`src/common/rs_cfg_pkg.sv`:
```
package rs_cfg_pkg;

    // datapath widths
    parameter int data_w = 32;
    parameter int tag_w  = 8;

    // pc, immediate, inst number and operand data share one word type
    typedef logic [data_w-1:0] data_t;

    // physical register tag, 0 means no register
    typedef logic [tag_w-1:0] tag_t;

    parameter int default_depth = 64; // power of two

endpackage
```
`src/branch_rs/rs_dispatch_bypass.sv`:
```
`timescale 1ns/1ps

module rs_dispatch_bypass (
    input  rs_cfg_pkg::tag_t  src1_tag,
    input  rs_cfg_pkg::tag_t  src2_tag,
    input  rs_cfg_pkg::data_t src1_data,
    input  rs_cfg_pkg::data_t src2_data,
    input  logic              src1_ready,
    input  logic              src2_ready,
    input  logic              alu_valid,
    input  logic              mul_valid,
    input  logic              load_valid,
    input  rs_cfg_pkg::tag_t  alu_tag,
    input  rs_cfg_pkg::tag_t  mul_tag,
    input  rs_cfg_pkg::tag_t  load_tag,
    input  rs_cfg_pkg::data_t alu_data,
    input  rs_cfg_pkg::data_t mul_data,
    input  rs_cfg_pkg::data_t load_data,
    output rs_cfg_pkg::data_t cap1_data,
    output rs_cfg_pkg::data_t cap2_data,
    output logic              cap1_ready,
    output logic              cap2_ready
);

    // tag 0 is no register and never matches
    function automatic logic bus_hit(input rs_cfg_pkg::tag_t t);
        bus_hit = (t != '0) &&
                  ((alu_valid && alu_tag == t) ||
                   (mul_valid && mul_tag == t) ||
                   (load_valid && load_tag == t));
    endfunction

    // alu before mul before load
    function automatic rs_cfg_pkg::data_t bus_pick(input rs_cfg_pkg::tag_t t);
        if (alu_valid && alu_tag == t)
            bus_pick = alu_data;
        else if (mul_valid && mul_tag == t)
            bus_pick = mul_data;
        else
            bus_pick = load_data;
    endfunction

    always_comb begin
        cap1_ready = src1_ready;
        cap1_data  = src1_data;
        if (!src1_ready && bus_hit(src1_tag)) begin
            cap1_ready = 1'b1;
            cap1_data  = bus_pick(src1_tag);
        end
    end

    always_comb begin
        cap2_ready = src2_ready;
        cap2_data  = src2_data;
        if (!src2_ready && bus_hit(src2_tag)) begin
            cap2_ready = 1'b1;
            cap2_data  = bus_pick(src2_tag);
        end
    end

endmodule

```
`config.mk`:
```
export PLATFORM = sky130hd
export DESIGN_NAME = rs_dispatch_bypass
export DESIGN_NICKNAME = d
export VERILOG_FILES = /design/src/common/rs_cfg_pkg.sv /design/src/branch_rs/rs_dispatch_bypass.sv
export SDC_FILE = /design/constraint.sdc
export NUM_CORES = 1
export LEC_CHECK = 0
export ABC_CLOCK_PERIOD_IN_PS = 1750
export BUFFER_PORTS_ARGS = -buffer_cell sky130_fd_sc_hd__buf_4
export CAP_MARGIN = 20
export CORE_AREA = 4 4 103 105
export DETAILED_ROUTE_END_ITERATION = 8
export DIE_AREA = 0 0 107 109
export GPL_TIMING_DRIVEN = 1
export PLACE_DENSITY = 0.69
export SYNTH_ARGS = -nofsm -noshare
export SYNTH_HDL_FRONTEND = slang
export SYNTH_SLANG_ARGS = --single-unit
```
`constraint.sdc`:
```
create_clock -name vclk -period 1.75
set_input_delay 0.0875 -clock vclk [all_inputs]
set_output_delay 0.0875 -clock vclk [all_outputs]
set_load 0.005 [all_outputs]
```
---- Word level (Yosys, flattened, before mapping) ----
Cells that the tools add are included.
W data, S select, Z words.
word-level totals
  flip-flop bits (word level) ............. 0
  bits of input ports ..................... 205
  output and inout bits ................... 66
  logic and storage cells ................. 32
operators by class
  eq/ne operators ......................... 6
  muxes and demuxes ....................... 8
  reductions and logical operators ........ 18
operators with widths
  operator             number
  $mux W32             6
  $eq A8 B8 Y1         6
  $reduce_bool A8 Y1   2
  $logic_and A1 B1 Y1  10
  $logic_or A1 B1 Y1   4
  $logic_not A1 Y1     2
  $mux W1              2

---- Depth between registers and ports, before layout ----
  depth in word-level cells ............... 7
  gate-level depth with buffers ........... 9
  mapped depth without buffers ............ 6

---- Least setup slack after synthesis ----
Ideal clock, no wire load.
  path type ............................... input to output
  from .................................... in src1_tag[7]
  to ...................................... out cap1_data[10]
  arrival time ............................ 1.771 ns
  data required time ...................... 1.662 ns
  setup slack ............................. -0.108 ns
  stages on the path ...................... 9
  path buffers ............................ 3
  cells stage by stage .................... xnor2_1 > nand3_1 > or3_1 > buf_2 > a31o_1 > or2_1 > buf_6 > buf_6 > mux2_4
on the way
  word-level cells in the longest chain between the ends .. 7
  elaborated cells on any way between the ends .. 14
  those cells by class .................... 3 x eq/ne; 3 x mux; 8 x reduce/logical
ends and longest elaborated chain
  item                                           RTL line                  RTL
  from (decl)                                    rs_dispatch_bypass.sv:4   input rs_cfg_pkg::tag_t src1_tag,
  $eq A8 B8 Y1, on equally long branches         --
  $logic_and A1 B1 Y1, on equally long branches  --
  $logic_or A1 B1 Y1                             rs_dispatch_bypass.sv:28  ((alu_valid && alu_tag == t) ||
  $logic_or A1 B1 Y1                             rs_dispatch_bypass.sv:29  (mul_valid && mul_tag == t) ||
  $logic_and A1 B1 Y1                            rs_dispatch_bypass.sv:27  bus_hit = (t != '0) &&
  $logic_and A1 B1 Y1                            rs_dispatch_bypass.sv:46  if (!src1_ready && bus_hit(src1_tag)) begin
  $mux W32 *                                     rs_dispatch_bypass.sv:46
  to (decl)                                      rs_dispatch_bypass.sv:19  output rs_cfg_pkg::data_t cap1_data,
Every way passes the cells marked *; elsewhere a longest branch is shown, timed or not.

---- Worst setup path in the final report ----
  from .................................... in src1_tag[0]
  to ...................................... out cap1_data[13]
The elaborated chain is that of the path after synthesis.

==> impl_metrics.prom <==
# TYPE chip_impl_metric gauge
chip_impl_info{name="run_status",value="finished, violations left"} 1
chip_impl_info{name="violated_checks",value="setup timing"} 1
chip_impl_metric{name="final_cells",unit=""} 859
chip_impl_info{name="critical_path.cell_chain",value="buf_6 > xor2_2 > nor4_2 > nand4_1 > a31o_1 > or2_4 > buf_12 > mux2_4 > buf_6"} 1
chip_impl_metric{name="final_hold_slack",unit="ps"} 456
chip_impl_metric{name="maxSlewHeadroom",unit="%"} 74.4
chip_impl_metric{name="design.die.area",unit="sq mm"} 0.0117
chip_impl_metric{name="detailed_place.area",unit="sq mm"} 0.00536
chip_impl_metric{name="grt_start_max_net_pins",unit=""} 33
chip_impl_metric{name="critical_path.n_buffers_inverters",unit=""} 3
chip_impl_metric{name="worst-slew-pin-transition",unit="ps"} 383
chip_impl_info{name="yosysTopAreaCell",value="sky130_fd_sc_hd__mux2_4"} 1
chip_impl_metric{name="finalCritPeriodShare",unit="%"} 122
chip_impl_info{name="mostFrequentLayoutCell",value="sky130_fd_sc_hd__buf_4"} 1
chip_impl_metric{name="netlist_area",unit="sq mm"} 0.00277
chip_impl_metric{name="leakagePower",unit="uW"} 0.00325
chip_impl_metric{name="buffer_ports.inserted",unit=""} 271
chip_impl_metric{name="synthesis.instances",unit=""} 402
chip_impl_metric{name="syn_area_per_cell",unit="sq um"} 6.89
chip_impl_metric{name="final.setup.tns",unit="ps"} -17230
chip_impl_metric{name="drt.antenna.violating_nets",unit=""} 0
chip_impl_metric{name="maxSlewViolCount",unit=""} 0
chip_impl_metric{name="numPlacedInstances",unit=""} 833
chip_impl_info{name="critical-path-top-cell-by-count",value="sky130_fd_sc_hd__buf_6"} 1
chip_impl_metric{name="finalNetCount",unit=""} 933
chip_impl_metric{name="timing.critical_path.slowest_cell_delay",unit="ps"} 350
chip_impl_info{name="leading_cell_types_in_the_layout_fill_and_taps_excluded",value="sky130_fd_sc_hd__buf_4 (260), sky130_fd_sc_hd__nand2_1 (99), sky130_fd_sc_hd__buf_6 (71)"} 1
chip_impl_metric{name="final_hpwl_from_detailed_placement",unit="um"} 11500
chip_impl_metric{name="antenna_cells_inserted",unit=""} 0
chip_impl_metric{name="synth_fp_nets",unit=""} 607
chip_impl_metric{name="drc",unit=""} 0
chip_impl_metric{name="period_minus_slack",unit="ps"} 2130
chip_impl_metric{name="number_of_top_level_pins",unit=""} 271
chip_impl_metric{name="grt_pass1_vias",unit=""} 4585
chip_impl_metric{name="maxClockFrequency",unit="MHz"} 469
chip_impl_metric{name="count_of_cell_types_in_the_netlist",unit=""} 25
chip_impl_metric{name="initial_antenna_violation_count",unit=""} 0
chip_impl_metric{name="synth-warning-count",unit=""} 0
chip_impl_metric{name="area.sequential",unit="sq um"} 0
chip_impl_metric{name="path_max_fanout",unit=""} 16
chip_impl_metric{name="post-synth-top-area-fraction",unit="%"} 16.3
chip_impl_info{name="netlist_top_cells_area",value="sky130_fd_sc_hd__mux2_4 (16%), sky130_fd_sc_hd__mux2_2 (14%), sky130_fd_sc_hd__nand2_1 (14%)"} 1
chip_impl_metric{name="first_pass_drt_iterations",unit=""} 4
chip_impl_metric{name="drt_wl_total",unit="um"} 15900
chip_impl_metric{name="remaining_global_route_overflow",unit=""} 0
chip_impl_metric{name="synth-seq-area-share",unit="%"} 0
chip_impl_metric{name="critical_path_data_arrival_time",unit="ps"} 2040
chip_impl_info{name="worst_setup_path_end_kind",value="output port"} 1
chip_impl_metric{name="final.setup.worst_slack",unit="ps"} -382
chip_impl_metric{name="syn_to_final_growth",unit="%"} 134
chip_impl_info{name="critPathKind",value="in2out"} 1
chip_impl_metric{name="cp.required",unit="ps"} 1660
chip_impl_info{name="timing.critical_path.slowest_stage_cell",value="sky130_fd_sc_hd__nor4_2"} 1
chip_impl_metric{name="fp.dieW",unit="um"} 107
chip_impl_info{name="grt_setup_unrepaired",value="true"} 1
chip_impl_metric{name="grt_first_pass_wirelength",unit="um"} 22400
chip_impl_info{name="critical-path-top-delay-family",value="simple AND/OR/NAND/NOR gates"} 1
chip_impl_metric{name="grt.total_usage",unit="%"} 23.6
chip_impl_metric{name="n_clock_buffer",unit=""} 0
chip_impl_metric{name="final_cell_area",unit="sq mm"} 0.00648
chip_impl_metric{name="drive_above_1_share",unit="%"} 63.9
chip_impl_metric{name="timing.max_cap.violations",unit=""} 0
chip_impl_metric{name="detailedRoute.firstIterationViolations",unit=""} 219
chip_impl_metric{name="core.rowCount",unit=""} 36
chip_impl_metric{name="setup_viol",unit=""} 65
chip_impl_metric{name="power_density",unit="mW/mm^2"} 186
chip_impl_metric{name="layout.sequential_cells",unit=""} 0
chip_impl_metric{name="y_dimension_of_the_die",unit="um"} 109
chip_impl_metric{name="max-vdd-ir-drop",unit="mV"} 0.161
chip_impl_metric{name="routed-via-count",unit=""} 4381
chip_impl_metric{name="detail_route.wl_per_cell",unit="um"} 18.5
chip_impl_metric{name="detail_route.vias_per_cell",unit=""} 5.10
chip_impl_metric{name="hold_buffers",unit=""} 0
chip_impl_metric{name="initial_core_util",unit="%"} 28.8
chip_impl_metric{name="place.gp.congestion",unit=""} 0.930
chip_impl_info{name="min-delay-path-class",value="in2out"} 1
chip_impl_info{name="cp-start-kind",value="primary input"} 1
chip_impl_metric{name="core_region_area",unit="sq mm"} 0.00964
chip_impl_metric{name="hold_violations",unit=""} 0
chip_impl_metric{name="final_core_utilization",unit="%"} 67.3
## path summary, 6_finish.rpt
path / start / to / slack (ps) / depth (start not counted)
max: src1_tag[0] / cap1_data[13] / -380 / 9
min: src2_data[17] / cap2_data[17] / 460 / 4
## logic make-up after synthesis
family	Yosys count	share of synthesized area, %
AOI/OAI and AO/OA	68	14.0
xor gates and xnor gates	48	15.2
buffers and inverters	30	5.33
muxes	96	41.6
and+or+nand+nor	160	23.8
## per-layer routing
layer	global-route usage (%)	up-vias	wire, um
li1	-	2069	-
met1	25.9	2044	5870
met2	46.0	222	8320
met3	3.97	46	1080
met4	6.94	0	616
met5	0	-	0
## power breakdown
group | switching, uW | internal (uW)
combinational | 430 | 778
clock | 0 | 0
sequential | 0 | 0
total | 430 | 778
## Yosys cell counts, types with 2 or more instances
library cell,number
sky130_fd_sc_hd__nand2_1,101
sky130_fd_sc_hd__mux2_2,34
sky130_fd_sc_hd__xnor2_1,34
sky130_fd_sc_hd__nor2_1,33
sky130_fd_sc_hd__a31oi_1,32
sky130_fd_sc_hd__mux2i_1,32
sky130_fd_sc_hd__o21ai_0,32
sky130_fd_sc_hd__mux2_4,30
sky130_fd_sc_hd__clkbuf_1,21
sky130_fd_sc_hd__xor2_1,14
sky130_fd_sc_hd__nand4_1,6
sky130_fd_sc_hd__nor3_1,5
sky130_fd_sc_hd__buf_2,4
sky130_fd_sc_hd__buf_6,4
sky130_fd_sc_hd__nand3_1,4
sky130_fd_sc_hd__nor4_1,4
sky130_fd_sc_hd__nand2b_1,2
sky130_fd_sc_hd__o31ai_1,2
sky130_fd_sc_hd__or4_1,2
## layout make-up
class / count / area [sq um]
Fill cell: 805 / 3160
Timing Repair Buffer: 354 / 3230
Multi-Input combinational cell: 372 / 3090
Tap cell: 133 / 166
## metrics by stage
| step | worst slack, ps | total power (uW) |
|---|---|---|
| after floorplan | -69.0 | 325 |
| after global placement | -467 | 978 |
| after detailed placement | -518 | 1000 |
| after CTS | -265 | 1110 |
| after global routing | -406 | 1290 |
| final | -382 | 1210 |
## timing repair
action                     in CTS  in global routing
gates cloned                    6                  3
buffers inserted               12                  6
pin swaps                      30                 32
resized for setup             153                 62
setup endpoints to repair      64                 64
(Power assumes the default switching activity.)
