`config.mk`:
```
export PLATFORM = sky130hd
export DESIGN_NAME = rs_control
export DESIGN_NICKNAME = d
export VERILOG_FILES = /design/src/common/rs_cfg_pkg.sv /design/src/branch_rs/rs_control.sv
export SDC_FILE = /design/constraint.sdc
export NUM_CORES = 1
export LEC_CHECK = 0
export ABC_CLOCK_PERIOD_IN_PS = 4200
export BUFFER_PORTS_ARGS = -buffer_cell sky130_fd_sc_hd__buf_2
export CAP_MARGIN = 20
export CORE_MARGIN = 3
export CORE_UTILIZATION = 25
export DETAILED_ROUTE_END_ITERATION = 7
export PLACE_DENSITY_LB_ADDON = 0.12
export SLEW_MARGIN = 20
export SYNTH_ARGS = -nofsm -noshare
export SYNTH_HDL_FRONTEND = slang
export SYNTH_SLANG_ARGS = --single-unit
export TNS_END_PERCENT = 5
```
`constraint.sdc`:
```
create_clock -name clk -period 4.2 [get_ports clk]
set_input_delay 0.63 -clock clk [delete_from_list [all_inputs] [get_ports clk]]
set_output_delay 0.63 -clock clk [all_outputs]
set_load 0.01 [all_outputs]
```
`src/common/rs_cfg_pkg.sv`:
```
package rs_cfg_pkg;

    // datapath widths
    parameter int data_w = 32;
    parameter int tag_w  = 8;

    // pc, immediate, inst number and operand data share one word type
    typedef logic [data_w-1:0] data_t;

    // physical register tag, 0 means no register
    typedef logic [tag_w-1:0] tag_t;

    parameter int default_depth = 64; // power of two

endpackage
```
`src/branch_rs/rs_control.sv`:
```
`timescale 1ns/1ps

module rs_control #(
    parameter int depth = rs_cfg_pkg::default_depth,
    localparam int ptr_w = $clog2(depth)
) (
    input  logic             clk,
    input  logic             reset,
    input  logic             flush,
    input  logic             dispatch,
    input  logic             head_ready,
    output logic             wr_en,
    output logic             issue_en,
    output logic             clear_all,
    output logic [ptr_w-1:0] wr_ptr,
    output logic [ptr_w-1:0] rd_ptr
);

    logic [ptr_w:0] count; // one extra bit so full and empty differ
    logic empty;
    logic full;

    assign empty = (count == '0);
    assign full  = (int'(count) == depth);

    assign clear_all = reset | flush;

    // flush wins over dispatch and issue in the same cycle
    assign wr_en    = dispatch & ~flush & ~full;
    assign issue_en = ~empty & head_ready & ~flush;

    always_ff @(posedge clk) begin
        if (clear_all) begin
            wr_ptr <= '0;
            rd_ptr <= '0;
            count  <= '0;
        end else begin
            if (wr_en)
                wr_ptr <= wr_ptr + 1'b1; // wraps, depth is a power of two
            if (issue_en)
                rd_ptr <= rd_ptr + 1'b1;
            case ({wr_en, issue_en})
                2'b10:   count <= count + 1'b1;
                2'b01:   count <= count - 1'b1;
                default: count <= count;
            endcase
        end
    end

    // dispatch source must respect occupancy
    a_no_dispatch_full: assert property (
        @(posedge clk) disable iff (reset)
        (dispatch && !flush) |-> !full
    ) else $error("dispatch into a full branch queue");

    a_count_bound: assert property (
        @(posedge clk) disable iff (reset)
        int'(count) <= depth
    ) else $error("occupancy count above depth");

    // pointers must agree with the count whenever an entry leaves
    a_issue_not_empty: assert property (
        @(posedge clk) disable iff (reset)
        issue_en |-> (wr_ptr != rd_ptr || full)
    ) else $error("issue from an empty queue");

endmodule

```
# After elaboration in Yosys (flattened, before gate mapping)
# Cells that the tools add are included.
# classes
addsub	4
bitwise_logic	8
eq_ne	3
n_reduce_logical	2
mux	1
# ops
cell	count
$pmux 7 s2	1
$add 6x1->6 const B	2
$add 7x1->7 const B	1
$eq 7x7->1 const B	1
$logic_not 7->1	1
$sub 7x1->7 const B	1
$and 1x1->1	4
$not 1->1	3
$eq 2x1->1 const B	1
$eq 2x2->1 const B	1
$reduce_bool 2->1	1
$or 1x1->1	1
# totals
elab_cells	21
out_inout_bits	15
regBits	19

# Logic depth before layout (Yosys ltp)
# Gate-level depths: netlist of the first run.
# depth
word_depth	6
depth_mapped	10

# Least setup slack after synthesis of the first run
# Ideal clock, no wire load.
# synth_path
path_type	in2reg
startpoint	input flush
endpoint	register count[4]
path_slack_ns	1.549
arrival_time_ns	2.580
path_stages	9
setup_ns	0.071
n_path_buf	0
cell_sequence	nand2b_1 -> a31oi_4 -> ha_1 -> inv_1 -> fa_1 -> nor2b_1 -> o21ai_0 -> a211o_1 -> a21oi_1
# synth_between
elab_cells_between_ends	9
# synth_rtl
element	line_no	rtl
start, declared	rs_control.sv:9	input logic flush,
$not 1->1 (*)	rs_control.sv:30	assign issue_en = ~empty & head_ready & ~flush;
$and 1x1->1 (*)	rs_control.sv:30	
via issue_en	rs_control.sv:13	output logic issue_en,
$eq 2x1->1 / $eq 2x2->1 (equally long branches)	rs_control.sv:42	case ({wr_en, issue_en})
$pmux 7 s2 / $reduce_bool 2->1 (equally long branches)	n/a	
end signal, assigned	rs_control.sv:43	2'b10: count <= count + 1'b1;
end signal, assigned	rs_control.sv:44	2'b01: count <= count - 1'b1;
end signal, assigned	rs_control.sv:45	default: count <= count;
end, declared	rs_control.sv:19	logic [ptr_w:0] count;
# The timed path passes the listed nets; every way through them passes the cells marked *.
# A chain may end at the register's enable or synchronous reset.

# Worst setup path in the final report of the first run
# layout_path
startpoint	register count[2]
endpoint	register count[4]
# layout_between
elab_chain_cells	6
elab_cells_between_ends	13
# layout_lines
element	line_no	rtl
$logic_not 7->1	rs_control.sv:23	assign empty = (count == '0);
$not 1->1	rs_control.sv:30	
$and 1x1->1 (2 in a row)	rs_control.sv:30	
$eq 2x1->1 / $eq 2x2->1 (equally long branches)	rs_control.sv:42	
$pmux 7 s2 / $reduce_bool 2->1 (equally long branches)	n/a	
# Parallel ways exist; a longest one is shown, timed or not.

==> run summary, run 1 <==
outcome: finished clean
detailed-route DRC error count: 0
DRT Pass-1 Iters: 4
CP peak stage delay: 0.48 ns
Synth area leaders: dfxtp_1 (33%), ha_1 (8.8%), nor2_1 (5.3%)
Max-slew headroom: 65.41%
worst setup margin: 1.430 ns
HP Start: rd_ptr[5]
reg-to-reg startpoint: count[2]
H-tree depth: 1
total die area: 5395 um^2
Final nets: 162
remaining antenna violation count: 0
Synth Register Bits: 19
via count: 973
Setup TNS Final: 0 ns
gr usage total: 9.349%
Crit-path slowest cell: nor4_4
Setup crit end kind: register
reg2reg path depth: 10
Setup Skew: 0.004051 ns
crit-path max FO: 9
CP delay by family, top: adder cells
later-pin clock latency in the skew report: 0.25 ns
Power, Total: 337.2 uW
TritonCTS clock tree: yes
Cells after Synth: 127
total setup buffers inserted after CTS: 0
final setup violation count: 0
leading area contributor after synthesis: dfxtp_1
area of the multi-input gates: 711.9 um^2
CP cell instances: nor4_4, a31oi_4, inv_2, ha_1, inv_1, fa_1, nor2b_1, o21ai_0, a211o_1, a21oi_1
Die Y: 73.45 um
TritonCTS sink count: 19
fin. max-slew vios: 0
period utilization: 65.96%
Port Buf Inserts: 19
vias in the first global route: 854
Fill cells: 459
startpoint types: register
Post-Place Cells: 193
initial antenna violation count: 0
WP data arrival: 2.95 ns
Synth cell types: 40
non-filler instance count after layout: 197
Die X: 73.45 um
Synth Cell Area: 1137 um^2
Power Density: 253.8 nW/um^2
Worst Tran Pin Value: 0.5153 ns
GRT overflow: 0
fmax: 361.0 MHz
DP Wirelength: 1876 um
synth warn: 0
register area: 380.4 um^2
Hold Path Stages: 3
hold_buf cts: 0
placed cell area: 1284 um^2
layout cell share with drive strength beyond 1: 20.41%
Post-Syn Nets: 141
DR WL/cell: 12.45 um
Hold Path Class: register to register
reg-to-reg endpoint: count[4]
final hold violation count: 0
LEAKAGE: 0.5337 nW
commonest register cell after synthesis: dfxtp_1
area growth from synthesis to layout: 16.83%
post_cts resized: 0
worst hold slack: 0.5297 ns
RSZ-0062 raised after global routing: false
minimum clock period: 2.770 ns
async set-reset flop share out of synthesis: 0%
Post-Syn Area per Cell: 8.955 um^2
largest net degree at the start of global routing: 21
most frequent cells in the layout: dfxtp_1 (19), buf_2 (19), nor2_1 (16)
DRT Wirelength: 2453 um
Clock Tree Root: clkbuf_8
dpl ws: 1.209 ns
VDD IR-drop max: 0.1038 mV
Hold Path Sink: rd_ptr[5]
sequential element share of the synthesized area: 33.44%
WS Path Type: register to register
Post-synth EDFFs: 0
Core Util, Final: 31.63%
Yosys top cell area share: 33.44%
global placement routability congestion: 0.7956
Max Cap Violations: 0
Inserted Diodes: 0
Initial Util: 27.07%
WP buf/inv: 2
io pins: 20
first-pass GRT wire length: 3981 um
Max clock buf depth: 2
Crit path required time: 4.38 ns
reg-to-reg slack, setup: 1.43 ns
Core ar.: 4202 um^2
TritonCTS Buffers: 3
First DRT Iteration DRCs: 20
via/cell ratio: 4.939
post-route cell area: 1329 um^2
Reg clk slew, reported paths: 0.07 ns
Cell Rows: 23
## cells by family (layout without fill, tap and decap cells)
kind of cell             after synthesis  count (layout)  synth area share (%)
AND/OR/NAND/NOR                       46              46                 22.00
XOR/XNOR                               6               6                 4.620
buffers and inverters                 12              32                 3.961
AO/OA/AOI/OAI                         32              32                 22.77
multiplexers                           3               3                 2.640
flip-flops                            19              19                 33.44
adder cells (fa/ha/maj)                9               9                 10.56
## power by group
part           switching [mW]  total (mW)  internal (mW)  leakage, nW
logic                  0.0190      0.0288        0.00971        0.358
clock network          0.0582       0.126         0.0674       0.0228
registers             0.00159       0.183          0.181        0.153
total                  0.0788       0.337          0.258        0.534
## flip-flops by register name, indices dropped and copies added (netlist names)
register / cells
wr_ptr: 6
rd_ptr: 6
count: 7
## worst reg2reg max path, stage by stage, from the launching register on
cell	delay [ns]
dfxtp_1	0.35
nor4_4	0.48
a31oi_4	0.22
inv_2	0.08
ha_1	0.33
inv_1	0.12
fa_1	0.39
nor2b_1	0.23
o21ai_0	0.11
a211o_1	0.26
a21oi_1	0.13
## Yosys cell counts, drive strengths merged, types with 2 or more instances
library cell / instances
a31oi: 3
nand2b: 2
nor3: 2
dfxtp: 19
xor2: 2
and2: 2
a21oi: 10
inv: 9
ha: 8
a31o: 5
a311oi: 3
mux2i: 3
nand4: 3
nor2b: 2
a21o: 2
xnor2: 4
nand3: 4
o21a: 2
nor2: 18
clkbuf: 3
nand2: 6
## final cells by class
class                           instances  share of cell area [%]
Tap cell                               50                   4.708
Sequential cell                        19                   28.63
Inverter                                9                   2.542
Clock buffer                            4                   3.390
Multi-Input combinational cell         96                   53.58
Timing Repair Buffer                   19                   7.156
## layer usage
layer / wire length (um) / global-route usage, % / up-vias
met2: 1066 / 13.58 / 11
met5: 0 / 0 / -
li1: - / - / 503
met4: 10 / 1.811 / 0
met3: 93 / 3.010 / 2
met1: 1283 / 13.49 / 457
## how the worst max path moves through the flow
stage	start	to	slack, ns	cells past startpoint
after CTS	count[2]	count[4]	1.41	10
after global placement	flush	count[4]	1.28	10
after floorplan	flush	count[4]	1.55	9
after global routing	count[2]	count[4]	1.19	10
after detailed placement	flush	count[4]	1.21	10
final	count[2]	count[4]	1.43	10
Note: power is estimated with default switching activity, not from simulation.
==> run 2, diff against run 1 <==
Settings changed: ABC_AREA from default to 1, ABC_CLOCK_PERIOD_IN_PS 4200 to 2300.
Clock period 4.2 ns to 2.3 ns, I/O delays scaled along.
==> run summary, run 2 <==
outcome: finished clean
top flop regs: count: 7 flops, rd_ptr: 6 flops, wr_ptr: 6 flops
fin. max-slew vios: 0 (unchanged)
commonest register cell after synthesis: dfxtp_1
DP Wirelength: 2171 um (+16%)
CP cell instances: inv_1, nand3_2, o21bai_4, ha_4, inv_1, fa_1, inv_1, nand2_1, nand2_1, nand2_1, or2_1, nand3_1, nand2_1, inv_1
Power Density: 501.1 nW/um^2 (+97%)
Setup crit end kind: register
total die area: 5901 um^2 (+9.4%)
Reg clk slew, reported paths: 0.08 ns (about the same)
Clock Tree Root: clkbuf_8
Cell Rows: 25 (+8.7%)
TritonCTS clock tree: yes
placed cell area: 1450 um^2 (+13%)
worst hold slack: 0.3842 ns (-0.1454 ns)
Setup TNS Final: 0 ns (unchanged)
via count: 1119 (+15%)
post-route cell area: 1564 um^2 (+18%)
DRT Wirelength: 2807 um (+14%)
Core Util, Final: 32.68% (+1.1 points)
area growth from synthesis to layout: 24.75%
async set-reset flop share out of synthesis: 0% (unchanged)
Post-Syn Area per Cell: 6.965 um^2 (-22%)
reg-to-reg slack, setup: 0.23 ns (-1.20 ns)
commonest non-fill, non-tap cell in the layout: nand2_1
Hold Path Class: primary input to register
Seq pwr share: 45.2% (-9.0 points)
Crit-path slowest cell: fa_1
Crit path required time: 2.51 ns (-1.87 ns)
Psw: 244.1 uW (+210%)
Max Cap Violations: 0 (unchanged)
Die Y: 76.82 um (+4.6%)
total setup buffers inserted after CTS: 0 (unchanged)
Clock Power Share: 30.4% (-6.8 points)
dpl ws: 0.06654 ns (-1.143 ns)
VDD IR-drop max: 0.2268 mV (+120%)
DRT Pass-1 Iters: 6 (+2)
WP buf/inv: 4 (+2)
remaining antenna violation count: 0 (unchanged)
CP delay by family, top: simple AND/OR/NAND/NOR gates
hold_buf cts: 0 (unchanged)
detailed-route DRC error count: 0 (unchanged)
number of flip-flops in the largest register: 7 (unchanged)
Fill cells: 533 (+16%)
internal power: 539.7 uW (+110%)
non-filler instance count after layout: 272 (+38%)
RSZ-0062 raised after global routing: false
Max-slew headroom: 78.32% (+13 points)
period utilization: 89.91% (+24 points)
synth warn: 0 (unchanged)
global placement routability congestion: 0.7432 (-6.6%)
startpoint types: register
most frequent cell after synthesis: nand2_1
DR WL/cell: 10.32 um (-17%)
final setup violation count: 0 (unchanged)
crit-path max FO: 4 (-5)
io pins: 20 (unchanged)
CP peak stage delay: 0.39 ns (-0.09 ns)
final hold violation count: 0 (unchanged)
Initial Util: 26.20% (-0.87 points)
Worst Tran Pin Value: 0.3248 ns (-0.1905 ns)
Synth area leaders: dfxtp_1 (30%), nand2_1 (16%), ha_1 (8.0%)
Max clock buf depth: 2 (unchanged)
Power, Total: 783.7 uW (+130%)
WP data arrival: 2.28 ns (-0.67 ns)
origin of the worst setup path: count[5]
largest net degree at the start of global routing: 12 (-43%)
Post-synth top cells: nand2_1 (52), inv_1 (23), dfxtp_1 (19), nand3_1 (15), nor2_1 (15)
Core ar.: 4786 um^2 (+14%)
Sw Ratio: 31.14% (+7.8 points)
TritonCTS Buffers: 3 (unchanged)
layout cell share with drive strength beyond 1: 24.39% (+4.0 points)
first-pass GRT wire length: 5009 um (+26%)
later-pin clock latency in the skew report: 0.26 ns (about the same)
LEAKAGE: 0.7297 nW (+37%)
Final nets: 220 (+36%)
minimum clock period: 2.068 ns (-0.7025 ns)
worst setup margin: 0.2321 ns (-1.198 ns)
H-tree depth: 1 (unchanged)
sequential element share of the synthesized area: 30.34% (-3.1 points)
reg-to-reg startpoint: count[5]
Setup Skew: 0.002736 ns (-0.001315 ns)
Post-synth EDFFs: 0 (unchanged)
leading area contributor after synthesis: dfxtp_1
GRT overflow: 0 (unchanged)
Cells after Synth: 180 (+42%)
Most flops, register: count
Die X: 76.82 um (+4.6%)
vias in the first global route: 1071 (+25%)
Synth Register Bits: 19 (unchanged)
First DRT Iteration DRCs: 17 (-15%)
WS Path Type: register to register
Post-Syn Nets: 194 (+38%)
combinational power share: 24.3% (+16 points)
gr usage total: 10.37% (+1.0 points)
initial antenna violation count: 0 (unchanged)
Port Buf Inserts: 19 (unchanged)
Post-Place Cells: 268 (+39%)
Synth Cell Area: 1254 um^2 (+10%)
HP Start: reset
Synth cell types: 24 (-40%)
TritonCTS sink count: 19 (unchanged)
fmax: 483.6 MHz (+34%)
most frequent cells in the layout: nand2_1 (52), inv_1 (21), buf_2 (19)
via/cell ratio: 4.114 (-17%)
Inserted Diodes: 0 (unchanged)
Yosys top cell area share: 30.34% (-3.1 points)
## run 2: tightest hold or removal path, cell delays in order
cell,delay [ns]
buf_2,0.10
nor2_4,0.06
nand2_1,0.07
nor2_1,0.03
## run 2: cell type report
type | instances | area, um^2 | share of cell area [%]
clock buffers | 3 | 41.29 | 2.640
clock inverters | 1 | 5.005 | 0.3200
inverters | 25 | 93.84 | 6.000
multi-input cells | 134 | 832.0 | 53.20
flip-flops and latches | 19 | 382.9 | 24.48
well taps | 67 | 83.83 | 5.360
repair buffers | 23 | 125.1 | 8.000
## run 2: logic make-up (layout without fill, tap and decap cells)
logic type / count (synthesis) / count (layout) / share of synthesized area (%)
fa+ha+maj: 9 / 9 / 9.581
flops: 19 / 19 / 30.34
xor+xnor: 8 / 8 / 5.589
simple gates: 93 / 93 / 34.03
compound gates: 24 / 24 / 11.98
buf+inv: 27 / 52 / 8.483
## run 2: final timing paths
path	cells after the start	to
max	14	count[4]
min	4	wr_ptr[0]
max reg2reg	14	count[4]
min reg2reg	1	count[0]
## run 2: power groups by stage
stage | combinational, mW | sequential, mW | clock (mW)
2_1_floorplan | 0.130 | 0.358 | 0
6_report | 0.191 | 0.354 | 0.239
3_5_place_dp | 0.173 | 0.359 | 0
3_3_place_gp | 0.175 | 0.360 | 0
4_1_cts | 0.174 | 0.352 | 0.255
5_1_grt | 0.222 | 0.357 | 0.268
## run 2: what timing repair did
| item | 4_1_cts | 5_1_grt |
|---|---|---|
| endpoints found under the hold margin | 0 | 0 |
| resized for setup | 0 | 13 |
| endpoints found under the setup margin | 0 | 3 |
## run 2: metal layers
metal	share of wire (%)	up-vias	track usage (%)
li1	-	619	-
met3	3.3	2	3.052
met4	0.68	0	2.355
met5	0	-	0
met2	46	12	16.11
met1	50	486	14.09
==> run 3, diff against run 2 <==
Settings changed: ABC_CLOCK_PERIOD_IN_PS 2300 to 1870, CTS_CLUSTER_SIZE from default to 12.
Clock period 2.3 ns to 1.87 ns, I/O delays scaled along.
==> run summary, run 3 (same netlist as run 2, synthesis figures left out) <==
Final nets: 242 (+10%)
Fill cells: 527 (-1.1%)
reg-to-reg endpoint: count[4]
final setup violation count: 4 (+4)
crit-path max FO: 5 (+1)
fmax: 509.2 MHz (+5.3%)
total die area: 5901 um^2 (unchanged)
WS Path Type: register to register
Core ar.: 4786 um^2 (unchanged)
First DRT Iteration DRCs: 26 (+9)
layout cell share with drive strength beyond 1: 33.92% (+9.5 points)
internal power: 715.8 uW (+33%)
violated checks: setup timing
Port Buf Inserts: 19 (unchanged)
Reg clk slew, reported paths: 0.07 ns (about the same)
HP Start: reset
Max Cap Violations: 0 (unchanged)
Crit-path slowest cell: dfxtp_2
io pins: 20 (unchanged)
vias in the first global route: 1166 (+8.9%)
fin. max-slew vios: 0 (unchanged)
area growth from synthesis to layout: 37.92%
Psw: 311.5 uW (+28%)
Crit path required time: 2.08 ns (-0.43 ns)
Clock Tree Root: clkbuf_8
DR WL/cell: 10.17 um (-1.5%)
CP peak stage delay: 0.34 ns (-0.05 ns)
global placement routability congestion: 0.7712 (+3.8%)
gr usage total: 11.39% (+1.0 points)
met3 Resource Use GR: 2.582% (-0.47 points)
Max-slew headroom: 74.28% (-4.0 points)
reg-to-reg startpoint: count[2]
Power Density: 594.1 nW/um^2 (+19%)
worst setup margin: -0.09376 ns (-0.3259 ns)
dpl ws: -0.1780 ns (-0.2446 ns)
VDD IR-drop max: 0.2920 mV (+29%)
Most flops, register: count
Setup Skew: 0.004274 ns (+0.001538 ns)
outcome: finished, violations left
Core Util, Final: 36.13% (+3.5 points)
Max clock buf depth: 2 (unchanged)
Die X: 76.82 um (unchanged)
commonest non-fill, non-tap cell in the layout: nand2_1
DRT Pass-1 Iters: 4 (-2)
Worst Tran Pin Value: 0.3853 ns (+0.06051 ns)
CP delay by family, top: simple AND/OR/NAND/NOR gates
final hold violation count: 0 (unchanged)
number of flip-flops in the largest register: 7 (unchanged)
Crit path depth: 14 (unchanged)
M1 GR Usage: 14.68% (+0.59 points)
Clock Power Share: 28.6% (-1.8 points)
Seq pwr share: 42.0% (-3.2 points)
busiest grt layer: met2
TritonCTS Buffers: 3 (unchanged)
WP data arrival: 2.17 ns (-0.11 ns)
via count: 1214 (+8.5%)
Setup crit end kind: register
CP cell instances: nor2_4, nand3_4, o21bai_4, ha_4, inv_2, fa_2, inv_2, nand2_1, nand2_2, nand2_2, or2_1, nand3_1, nand2_1, inv_1
combinational power share: 29.4% (+5.1 points)
reg-to-reg slack, setup: -0.09 ns (-0.33 ns)
largest net degree at the start of global routing: 12 (unchanged)
Die Y: 76.82 um (unchanged)
grt met2 use: 18.38% (+2.3 points)
top flop regs: count: 7 flops, rd_ptr: 6 flops, wr_ptr: 6 flops
GRT overflow: 0 (unchanged)
via/cell ratio: 4.129 (+0.37%)
reg2reg path depth: 14 (unchanged)
period utilization: 105.0% (+15 points)
RSZ-0062 raised after global routing: true
origin of the worst setup path: count[2]
Sw Ratio: 30.32% (-0.82 points)
startpoint types: register
minimum clock period: 1.964 ns (-0.1041 ns)
most frequent cells in the layout: nand2_1 (50), buf_4 (26), inv_1 (20)
LEAKAGE: 0.8402 nW (+15%)
TritonCTS sink count: 19 (unchanged)
later-pin clock latency in the skew report: 0.26 ns (about the same)
Inserted Diodes: 0 (unchanged)
Cell Rows: 25 (unchanged)
Hold Path Class: primary input to register
hold_buf cts: 0 (unchanged)
WP buf/inv: 3 (-1)
DRT Wirelength: 2989 um (+6.5%)
first-pass GRT wire length: 5478 um (+9.4%)
remaining antenna violation count: 0 (unchanged)
CP Capture Point: count[4]
initial antenna violation count: 0 (unchanged)
DP Wirelength: 2356 um (+8.5%)
H-tree depth: 1 (unchanged)
TritonCTS clock tree: yes
Initial Util: 26.20% (unchanged)
detailed-route DRC error count: 0 (unchanged)
==> run 3: cell count changes in the layout (fill, tap and decap cells not counted), moves of 2 or more <==
cell / before / now
buf_4: 4 / 26
dfxtp_1: 17 / 15
dfxtp_2: 2 / 4
nand2_1: 52 / 50
nand2_2: 0 / 2
==> run 3: area by class of cell <==
| type | count | area [um^2] | share of cell area, % |
|---|---|---|---|
| timing repair buffer | 45 | 290.3 | 16.79 |
| multi-input combinational | 134 | 830.8 | 48.05 |
| tap | 67 | 83.83 | 4.848 |
| inverter | 25 | 93.84 | 5.427 |
| clock buffer | 4 | 45.04 | 2.605 |
| sequential | 19 | 385.4 | 22.29 |
==> run 3: tightest hold or removal path, cell delays in order <==
cell     delay [ns]
buf_2          0.10
nor2_4         0.03
buf_4          0.16
nand2_1        0.07
nor2_1         0.03
==> run 3: worst min-delay path by stage <==
| stage | cells past startpoint | to |
|---|---|---|
| finish | 5 | wr_ptr[0] |
| global route | 5 | wr_ptr[0] |
| CTS | 5 | wr_ptr[0] |
| detailed placement | 2 | rd_ptr[5] |
| global placement | 2 | rd_ptr[5] |
| floorplan | 1 | count[0] |
==> run 3: repair_timing <==
action	in CTS	in global routing
pin swaps	1	3
buffers inserted	0	1
gates resized for setup	7	3
setup endpoints to repair	5	5
==> run 3: stage by stage <==
stage	area, um^2	total power, mW	TNS [ns]	cells	hold WS [ns]
finish	1729	1.027	-0.2449	294	0.4588
global route	1729	1.111	-0.8707	294	0.4833
CTS	1717	1.045	-0.2976	293	0.4530
detailed placement	1632	0.7243	-0.5740	289	0.4873
global placement	1632	0.7266	-0.5146	289	0.4943
floorplan	1277	0.6103	-0.2344	180	0.4240
==> run 3: power by group through the flow <==
stage / Sequential (mW) / Clock [mW] / Combinational, mW
after CTS: 0.432 / 0.313 / 0.300
after floorplan: 0.442 / 0 / 0.169
after global placement: 0.440 / 0 / 0.286
final: 0.432 / 0.294 / 0.302
after detailed placement: 0.441 / 0 / 0.284
after global routing: 0.434 / 0.336 / 0.342
==> run 3: routing by layer <==
metal	wire length, um	vias up
li1	-	664
met4	44	0
met2	1360	14
met5	0	-
met3	99	4
met1	1485	532
